$ cat src/logic/frame_pkg.sv
`default_nettype none

package frame_pkg;

  // 4 bits each of red, green, blue
  localparam int pixel_w = 12;

  // horizontal timing in clocks
  localparam int h_active     = 16;
  localparam int h_total      = 20;
  localparam int h_sync_start = 17;
  localparam int h_sync_end   = 19;

  // vertical timing in lines
  localparam int v_active    = 8;
  localparam int v_total     = 10;
  localparam int v_sync_line = 9;

  // one bank holds exactly the visible area
  localparam int frame_pixels = h_active * v_active;
  localparam int addr_w       = $clog2(frame_pixels);

  // raster counter widths
  localparam int h_cnt_w = $clog2(h_total);
  localparam int v_cnt_w = $clog2(v_total);

  // finished back frame waiting for the raster's frame end
  typedef enum logic {
    swap_idle,
    swap_pending
  } swap_state_t;

endpackage

`default_nettype wire

$ cat src/logic/mem_if.sv
`timescale 1ns/1ps
`default_nettype none

interface mem_if import frame_pkg::*; ();

  logic               en;
  logic               we;
  logic [ addr_w-1:0] addr;
  logic [pixel_w-1:0] wdata;
  // valid the cycle after a read request
  logic [pixel_w-1:0] rdata;

  modport requester (
    output en, we, addr, wdata,
    input  rdata
  );

  modport memory (
    input  en, we, addr, wdata,
    output rdata
  );

endinterface

`default_nettype wire

$ cat src/logic/frame_writer.sv
`timescale 1ns/1ps
`default_nettype none

module frame_writer import frame_pkg::*; (
  input  wire               clk,
  input  wire               rst_n,
  input  wire               wr_en,
  input  wire [pixel_w-1:0] wr_pixel,
  input  wire               hold,
  output logic              frame_done,
  mem_if.requester          mem
);

  logic [addr_w-1:0] wr_addr;
  logic              accept;
  logic              last_pixel;

  // pixels offered while held are dropped
  assign accept     = wr_en && !hold;
  assign last_pixel = (wr_addr == addr_w'(frame_pixels - 1));

  // the whole frame is in once the last address is written
  assign frame_done = accept && last_pixel;

  always_ff @(posedge clk) begin
    if (!rst_n) begin
      wr_addr <= '0;
    end else if (accept) begin
      if (last_pixel) begin
        wr_addr <= '0;
      end else begin
        wr_addr <= wr_addr + 1'b1;
      end
    end
  end

  // write only, one pixel per accepted strobe
  assign mem.en    = accept;
  assign mem.we    = 1'b1;
  assign mem.addr  = wr_addr;
  assign mem.wdata = wr_pixel;

endmodule

`default_nettype wire

$ cat src/logic/bank_switch.sv
`timescale 1ns/1ps
`default_nettype none

module bank_switch import frame_pkg::*; (
  input  wire      clk,
  input  wire      rst_n,
  input  wire      frame_done,
  input  wire      frame_end,
  output logic     hold,
  output logic     frame_swap,
  mem_if.memory    wr_side,
  mem_if.memory    rd_side,
  mem_if.requester bank0,
  mem_if.requester bank1
);

  swap_state_t state;
  // 0: scanner reads bank0, writer fills bank1
  logic        front_sel;
  logic        front_sel_d;

  assign hold = (state == swap_pending);

  always_ff @(posedge clk) begin
    if (!rst_n) begin
      state      <= swap_idle;
      front_sel  <= 1'b0;
      frame_swap <= 1'b0;
    end else begin
      frame_swap <= 1'b0;
      case (state)
        swap_idle: begin
          if (frame_done) begin
            state <= swap_pending;
          end
        end
        swap_pending: begin
          // exchange banks only between frames
          if (frame_end) begin
            state      <= swap_idle;
            front_sel  <= ~front_sel;
            frame_swap <= 1'b1;
          end
        end
        default: state <= swap_idle;
      endcase
    end
  end

  // read data comes back a cycle late, so steer it with the old select
  always_ff @(posedge clk) begin
    if (!rst_n) begin
      front_sel_d <= 1'b0;
    end else begin
      front_sel_d <= front_sel;
    end
  end

  always_comb begin
    if (front_sel) begin
      bank1.en    = rd_side.en;
      bank1.we    = rd_side.we;
      bank1.addr  = rd_side.addr;
      bank1.wdata = rd_side.wdata;
      bank0.en    = wr_side.en;
      bank0.we    = wr_side.we;
      bank0.addr  = wr_side.addr;
      bank0.wdata = wr_side.wdata;
    end else begin
      bank0.en    = rd_side.en;
      bank0.we    = rd_side.we;
      bank0.addr  = rd_side.addr;
      bank0.wdata = rd_side.wdata;
      bank1.en    = wr_side.en;
      bank1.we    = wr_side.we;
      bank1.addr  = wr_side.addr;
      bank1.wdata = wr_side.wdata;
    end
  end

  assign rd_side.rdata = front_sel_d ? bank1.rdata : bank0.rdata;
  assign wr_side.rdata = front_sel_d ? bank0.rdata : bank1.rdata;

endmodule

`default_nettype wire

$ cat src/logic/frame_bank.sv
`timescale 1ns/1ps
`default_nettype none

module frame_bank import frame_pkg::*; (
  input  wire   clk,
  mem_if.memory mem
);

  logic [pixel_w-1:0] store [frame_pixels];

  // single port, write has priority over read
  always_ff @(posedge clk) begin
    if (mem.en) begin
      if (mem.we) begin
        store[mem.addr] <= mem.wdata;
      end else begin
        mem.rdata <= store[mem.addr];
      end
    end
  end

endmodule

`default_nettype wire

$ cat src/logic/raster_scan.sv
`timescale 1ns/1ps
`default_nettype none

module raster_scan import frame_pkg::*; (
  input  wire      clk,
  input  wire      rst_n,
  mem_if.requester mem,
  output logic     hsync,
  output logic     vsync,
  output logic     de,
  output logic     frame_end
);

  logic [h_cnt_w-1:0] h_cnt;
  logic [v_cnt_w-1:0] v_cnt;
  logic               line_end;
  logic               visible;

  assign line_end = (h_cnt == h_cnt_w'(h_total - 1));

  // free running, never stalls
  always_ff @(posedge clk) begin
    if (!rst_n) begin
      h_cnt <= '0;
      v_cnt <= '0;
    end else if (line_end) begin
      h_cnt <= '0;
      if (v_cnt == v_cnt_w'(v_total - 1)) begin
        v_cnt <= '0;
      end else begin
        v_cnt <= v_cnt + 1'b1;
      end
    end else begin
      h_cnt <= h_cnt + 1'b1;
    end
  end

  assign visible = (h_cnt < h_cnt_w'(h_active)) && (v_cnt < v_cnt_w'(v_active));

  // one read per visible pixel, raster order
  assign mem.en    = visible;
  assign mem.we    = 1'b0;
  assign mem.addr  = addr_w'(v_cnt) * addr_w'(h_active) + addr_w'(h_cnt);
  assign mem.wdata = '0;

  // syncs are active low
  assign hsync = !((h_cnt >= h_cnt_w'(h_sync_start)) && (h_cnt < h_cnt_w'(h_sync_end)));
  assign vsync = !(v_cnt == v_cnt_w'(v_sync_line));
  assign de    = visible;

  // last clock of the frame, swap point
  assign frame_end = line_end && (v_cnt == v_cnt_w'(v_total - 1));

endmodule

`default_nettype wire

$ cat src/logic/pixel_out.sv
`timescale 1ns/1ps
`default_nettype none

module pixel_out import frame_pkg::*; (
  input  wire               clk,
  input  wire               rst_n,
  input  wire [pixel_w-1:0] rdata,
  input  wire               hsync,
  input  wire               vsync,
  input  wire               de,
  output logic [3:0]        vga_red,
  output logic [3:0]        vga_green,
  output logic [3:0]        vga_blue,
  output logic              vga_hsync,
  output logic              vga_vsync,
  output logic              vga_de
);

  // first stage, matches the bank read latency
  logic hsync_d;
  logic vsync_d;
  logic de_d;

  always_ff @(posedge clk) begin
    if (!rst_n) begin
      hsync_d   <= 1'b1;
      vsync_d   <= 1'b1;
      de_d      <= 1'b0;
      vga_hsync <= 1'b1;
      vga_vsync <= 1'b1;
      vga_de    <= 1'b0;
      vga_red   <= '0;
      vga_green <= '0;
      vga_blue  <= '0;
    end else begin
      hsync_d   <= hsync;
      vsync_d   <= vsync;
      de_d      <= de;
      vga_hsync <= hsync_d;
      vga_vsync <= vsync_d;
      vga_de    <= de_d;
      // blank outside the active area
      vga_red   <= de_d ? rdata[11:8] : 4'h0;
      vga_green <= de_d ? rdata[7:4]  : 4'h0;
      vga_blue  <= de_d ? rdata[3:0]  : 4'h0;
    end
  end

endmodule

`default_nettype wire

$ cat src/logic/frame_buffer_top.sv
`timescale 1ns/1ps
`default_nettype none

module frame_buffer_top import frame_pkg::*; (
  input  wire               clk,
  input  wire               rst_n,

  // host pixel stream
  input  wire               wr_en,
  input  wire [pixel_w-1:0] wr_pixel,
  output logic              wr_busy,
  output logic              frame_swap,

  // display
  output logic [3:0]        vga_red,
  output logic [3:0]        vga_green,
  output logic [3:0]        vga_blue,
  output logic              vga_hsync,
  output logic              vga_vsync,
  output logic              vga_de
);

  mem_if wr_bus ();
  mem_if rd_bus ();
  mem_if bank0_bus ();
  mem_if bank1_bus ();

  logic frame_done;
  logic frame_end;
  logic scan_hsync;
  logic scan_vsync;
  logic scan_de;

  frame_writer u_frame_writer (
    .clk       (clk),
    .rst_n     (rst_n),
    .wr_en     (wr_en),
    .wr_pixel  (wr_pixel),
    .hold      (wr_busy),
    .frame_done(frame_done),
    .mem       (wr_bus.requester)
  );

  // two by two router between writer/scanner and the banks
  bank_switch u_bank_switch (
    .clk       (clk),
    .rst_n     (rst_n),
    .frame_done(frame_done),
    .frame_end (frame_end),
    .hold      (wr_busy),
    .frame_swap(frame_swap),
    .wr_side   (wr_bus.memory),
    .rd_side   (rd_bus.memory),
    .bank0     (bank0_bus.requester),
    .bank1     (bank1_bus.requester)
  );

  frame_bank u_bank0 (
    .clk(clk),
    .mem(bank0_bus.memory)
  );

  frame_bank u_bank1 (
    .clk(clk),
    .mem(bank1_bus.memory)
  );

  raster_scan u_raster_scan (
    .clk      (clk),
    .rst_n    (rst_n),
    .mem      (rd_bus.requester),
    .hsync    (scan_hsync),
    .vsync    (scan_vsync),
    .de       (scan_de),
    .frame_end(frame_end)
  );

  pixel_out u_pixel_out (
    .clk      (clk),
    .rst_n    (rst_n),
    .rdata    (rd_bus.rdata),
    .hsync    (scan_hsync),
    .vsync    (scan_vsync),
    .de       (scan_de),
    .vga_red  (vga_red),
    .vga_green(vga_green),
    .vga_blue (vga_blue),
    .vga_hsync(vga_hsync),
    .vga_vsync(vga_vsync),
    .vga_de   (vga_de)
  );

endmodule

`default_nettype wire

$ cat config.mk
export PLATFORM = sky130hd
export DESIGN_NAME = frame_buffer_top
export DESIGN_NICKNAME = d
export VERILOG_FILES = /design/src/logic/frame_pkg.sv /design/src/logic/mem_if.sv /design/src/logic/frame_writer.sv /design/src/logic/bank_switch.sv /design/src/logic/frame_bank.sv /design/src/logic/raster_scan.sv /design/src/logic/pixel_out.sv /design/src/logic/frame_buffer_top.sv
export SDC_FILE = /design/constraint.sdc
export NUM_CORES = 2
export LEC_CHECK = 0
export BUFFER_PORTS_ARGS = -buffer_cell sky130_fd_sc_hd__buf_2
export CAP_MARGIN = 20
export CORE_MARGIN = 4
export CORE_UTILIZATION = 55
export CTS_CLUSTER_DIAMETER = 50
export DETAILED_ROUTE_END_ITERATION = 10
export HOLD_SLACK_MARGIN = 0.05
export PLACE_DENSITY_LB_ADDON = 0.1
export SLEW_MARGIN = 20
export SYNTH_ARGS = -nofsm -noshare
export SYNTH_HDL_FRONTEND = slang
export SYNTH_SLANG_ARGS = --single-unit
$ cat constraint.sdc
create_clock -name clk -period 7.12 [get_ports clk]
set_clock_uncertainty 0.15 [all_clocks]
set_input_delay 1.068 -clock clk [delete_from_list [all_inputs] [get_ports clk]]
set_output_delay 1.068 -clock clk [all_outputs]
set_load 0.01 [all_outputs]
After elaboration in Yosys (flattened, before gate mapping) --
Memory sizes are Yosys's and may differ from the RTL's. A register that Yosys moved wholly into a read port is not among the register bits. Cells that the tools add are included.
Cells by class: add/subtract/negate cells 4, equal/unequal tests 3, order comparisons 4, muxes and demuxes 20, reductions and logical operators 14, bitwise gates (word level) 4
Operators by type and width (count):
- two-way mux 12 bit | 3
- two-way mux 7 bit | 3
- two-way mux 1 bit | 12
- < comparator 5 bit (second input constant) | 2
- AND reduction 2 bit | 5
- adder 7 x 1 -> 7 bit (second input constant) | 1
- adder 7 x 5 -> 7 bit | 1
- equality test 7 bit (second input constant) | 1
- adder 5 x 1 -> 5 bit (second input constant) | 1
- equality test 5 bit (second input constant) | 1
- greater-or-equal comparator 5 bit (second input constant) | 1
- logical AND 1 bit | 5
- adder 4 x 1 -> 4 bit (second input constant) | 1
- equality test 4 bit (second input constant) | 1
- < comparator 4 bit (second input constant) | 1
- two-way mux 4 bit | 1
- inverter 1 bit | 4
- logical NOT 1 bit | 3
- case mux 1 bit (2 select lines) | 1
- OR reduction 2 bit | 1
Storage, ports and cells: bits in writable memories 3072, input port bits 15, memories kept 2, register bits after elaboration 38, output and inout bits 17, logic and storage cells 67
Memories:
- u_bank0.store | words 128, width 12, read ports 1, clocked after Yosys merged registers in 1, write ports 1, line frame_bank.sv:9 | logic [pixel_w-1:0] store [frame_pixels];
- u_bank1.store | words 128, width 12, read ports 1, clocked after Yosys merged registers in 1, write ports 1, line frame_bank.sv:9

Depth between registers and ports, before layout --
word-level depth 5, depth in mapped cells 11, mapped depth without buffers 8

Hierarchy --
A second synthesis with hierarchy kept.
Unflattened totals: cells, all modules 7332, area total of the unflattened synthesis 122864.1 µm²
By module, submodules not included:
- frame_bank | area an instance 60011.3 µm², cells each 3537, instances 2, seq. area each 46484.6 µm²
- bank_switch | area an instance 1229.9 µm², cells each 86, instances 1, seq. area each 80.1 µm²
- raster_scan | area an instance 645.6 µm², cells each 76, instances 1, seq. area each 180.2 µm²
- pixel_out | area an instance 490.5 µm², cells each 38, instances 1, seq. area each 360.3 µm²
- frame_writer | area an instance 475.5 µm², cells each 58, instances 1, seq. area each 140.1 µm²

Worst setup path before layout --
No wires, ideal clock.
path kind reg2reg, start point reg u_bank_switch.front_sel, end point mem u_bank1.store[0][10], data pin, slack 1.550 ns, period minus slack after synthesis 5.570 ns, arrival 4.594 ns, setup time 0.826 ns, data required time 6.144 ns, cell stages (with the launch flop) 9, path through dfxtp_1 buf_4 buf_6 buf_6 buf_2 buf_2 clkbuf_1 clkbuf_1 nor2b_1
On the way: longest elaborated chain between the ends 1
Ends and longest elaborated chain:
- start: declaration | line bank_switch.sv:19 | logic front_sel;
- start signal: assignment | line bank_switch.sv:41 | front_sel <= ~front_sel;
- two-way mux 12 bit | line bank_switch.sv:60 | if (front_sel) begin
- via bank1_bus.wdata[10] | line mem_if.sv:9 | logic [pixel_w-1:0] wdata;
- end: declaration | line frame_bank.sv:9
The timed path passes the listed nets, and every way through them passes these cells.

Worst setup path in the final report --
start point reg u_raster_scan.h_cnt[0], end point mem u_bank0.store[101][5] (enable)
On the way: longest elaborated chain between the ends 5
Ends and longest elaborated chain:
- start: declaration | line raster_scan.sv:14 | logic [h_cnt_w-1:0] h_cnt;
- start signal: assignment | line raster_scan.sv:34 | h_cnt <= h_cnt + 1'b1;
- < comparator 5 bit | line raster_scan.sv:38 | assign visible = (h_cnt < h_cnt_w'(h_active)) && (v_cnt < v_cnt_w'(v_active));
- logical AND 1 bit | line raster_scan.sv:38
- two-way mux 1 bit | line bank_switch.sv:60
- two-way mux 1 bit | line frame_bank.sv:13 | if (mem.en) begin
- two-way mux 1 bit (not written as such) | line frame_bank.sv:15 | store[mem.addr] <= mem.wdata;
- end: declaration | line frame_bank.sv:9
Parallel ways exist; a longest one is shown, timed or not.

==> flow_summary.yaml <==
routing:
  drtAntennaViolNets: 0
  drt_first_pass_iters: 6
  drtIter0Drc: 9210
  route.final.wire_length_um: 317000
  via_per_inst: 6.76
  vias: 64100
  wire_per_inst_um: 33.4
  drc_errors: 0
sta:
  timing.final.crit_share_pct: 67.0
  rsz0062_at_grt: "no"
  max_freq_ghz: 0.209
  drv_slew: 0
  tightestPinTransition_ps: 1370
  slew-limit-headroom_pct: 7.75
  setup_viol: 0
  finalSetupTns_ps: 0
  final.min_clock_period_ps: 4770
  hold_viol: 0
  fin_hold_ws_ps: 272
  worst_slack_ps: 2350
setup_path:
  reg2reg_depth: 5
  critPathMaxFanout: 151
  crit_chain: "inv_1 > o32ai_4 > buf_12 > nand2_2 > nor2_1"
  cp_top_family: "simple AND/OR/NAND/NOR gates"
  critPathSlowestCell: "nor2_1"
  cpPeakStageDelay_ps: 1160
  crit_buf_inv: 2
  end_kind: "flop"
  r2r-start: "u_raster_scan.h_cnt[0]"
  worst-setup-path-type: "flop to flop"
  cp_data_arrival_time_ps: 5140
  worst_r2r_endpoint: "u_bank0.store[101][5]"
  setup.worst_path.start_class: "flop"
  ff2ff_setup_slack_ps: 2350
  cp_data_required_time_ps: 7480
finish:
  stdcell_count: 9482
  drive_gt1_share_pct: 14.3
  utilization_pct: 62.6
  fin_nets: 6461
  areaGrowthSynthToFinish_pct: 13.0
  final_cell_area_um2: 130000
logic_synthesis:
  async_reset_ff_share_pct: 0
  yosys-top-cells-count: "edfxtp_1, a22oi_1, a41oi_1"
  synth-seq-cells: 3134
  netlist_instances: 6177
  syn_area_per_cell_um2: 18.6
  syn_nets: 6197
  netlist.area_leader.share_pct: 80.9
  yosys_warnings: 0
  ys_top_cells_by_area: "edfxtp_1, a22oi_1, a41oi_1"
  synth_edf_count: 3096
  synth.largest_area_cell: "edfxtp_1"
  synth_cell_type_count: 54
  netlist_area_um2: 115000
  ys.flop_type: "edfxtp_1"
  ys_seq_area_share_pct: 81.6
  synth_most_common_cell: "edfxtp_1"
clocking:
  insertion_delay_ps: 920
  path_clk_slew_ps: 60
  clk_root_buffer_cell: "clkbuf_16"
  postCtsSetupBuffers: 0
  cts_buffer_depth: 4
  cts_tree: "yes"
  ctsResizeCount: 0
  clock-sinks: 3134
  hold_buffers: 0
  cts_buffers: 335
  htree_num_levels: 5
power_and_ir_drop:
  comb_power_share_pct: 4.0
  intPower_mw: 30.0
  netSwitchingFraction_pct: 21.0
  vdd_drop_max_uv: 272
  p_switching_mw: 7.98
  pwr-share-seq_pct: 53.2
  power_density_nw_per_um2: 292
  total_power_mw: 37.9
  leakagePower_nw: 40.0
  power.share.clock_pct: 42.9
grt:
  grt-ovfl-total: 0
  grt_max_degree: 152
  grt_util_all_layers_pct: 28.8
  first_global_vias: 61200
  antenna_found_initial: 25
  grt_pass1_wl_um: 453000
placement:
  gp_congestion: 0.815
  dp.cells: 8887
  dp_slack_ps: 2400
  dpl.hpwl_um: 176000
  placed_cell_area_um2: 120000
  port_buffers: 31
status:
  status: "complete, no violations"
floorplan:
  fp.dieW_um: 465
  start_util_pct: 55.4
  die_h_um: 465
  fp.coreArea_um2: 207000
  num_rows: 167
  pin_count: 32
  dieArea_um2: 216000
hold_path:
  hold_end: "u_pixel_out.vga_hsync"
  min_from: "u_pixel_out.hsync_d"
  whs_path_depth: 1
  hp-class: "flop to flop"
run:
  cap_violations: 0
==> power groups by stage <==
stage                     registers (mW)  logic [mW]  clock network [mW]
after floorplan                     20.6       0.841                   0
after global placement              20.6        1.46                   0
after detailed placement            20.6        1.48                   0
after CTS                           20.2        1.48                16.4
after global routing                20.2        1.57                17.3
final                               20.2        1.50                16.3
==> kinds of logic (layout without fill, tap and decap cells) <==
family / after synthesis / after routing / synth area share (%)
AOI/OAI and AO/OA: 1957 / 1957 / 13.3
xor gates and xnor gates: 13 / 13 / 0.0991
adders and majority gates: 5 / 5 / 0.0545
buffers and inverters: 436 / 943 / 1.87
DFF: 3134 / 3134 / 81.6
muxes: 98 / 98 / 0.920
other: 0 / 10 / 0
and+or+nand+nor: 534 / 534 / 2.17
==> registers in the layout (all words and copies together) (netlist names), 4 cells and up <==
signal	count
u_bank0.mem.rdata	12
u_bank1.mem.rdata	12
u_bank1.store	1536
u_pixel_out.vga_blue	4
u_bank0.store	1536
u_frame_writer.mem.addr	7
u_pixel_out.vga_red	4
u_raster_scan.v_cnt	4
u_raster_scan.h_cnt	5
u_pixel_out.vga_green	4
==> final cells by class <==
type,count,area [um^2]
multi-input cells,2607,19400
inverters,9,33.8
clock inverters,167,1260
fillers,14500,77700
repair buffers,354,3000
diodes,10,25.0
well taps,2788,3490
clock buffers,413,8870
flip-flops and latches,3134,93700
==> cell usage in the layout (no fill, tap or decap), drive strengths merged, types with 3 or more instances in the layout <==
cell,Yosys,routed
edfxtp,3096,3096
a22oi,1415,1415
clkbuf,133,413
buf,294,354
a41oi,332,332
nor2,292,292
clkinv,0,132
nor4,70,70
nand2,64,64
mux2,51,51
mux2i,47,47
a31oi,47,47
a222oi,44,44
dfxtp,38,38
o22ai,36,36
a221oi,24,24
or4,22,22
o21ai,21,21
inv,9,21
nor2b,17,17
bufinv,0,16
nand3,15,15
nand2b,15,15
and2,15,15
a22o,12,12
diode,0,10
xnor2,9,9
nor3,8,8
a21oi,7,7
o32ai,7,7
clkinvlp,0,7
or2,7,7
o21a,5,5
ha,5,5
xor2,4,4
nor3b,3,3
==> per-layer routing <==
layer  part of all wire, %  up-vias  global-route usage (%)
met2                    46     3530                    43.7
met1                    41    33200                    43.2
met4                   3.1        2                    8.76
met5                0.0041        -                       0
li1                      -    26800                       -
met3                   9.5      510                    5.42
==> worst max-delay path by stage <==
stage	startpoint	end	cells past startpoint
2_1_floorplan	u_bank_switch.front_sel	u_bank1.store[0][10]	8
3_3_place_gp	u_raster_scan.h_cnt[0]	u_bank0.store[5][3]	5
3_5_place_dp	u_raster_scan.h_cnt[0]	u_bank0.store[29][0]	5
4_1_cts	u_raster_scan.h_cnt[0]	u_bank0.store[29][8]	5
5_1_grt	u_raster_scan.h_cnt[0]	u_bank0.store[101][11]	5
6_report	u_raster_scan.h_cnt[0]	u_bank0.store[101][5]	5
No activity file was read; power rests on OpenSTA's default activity.
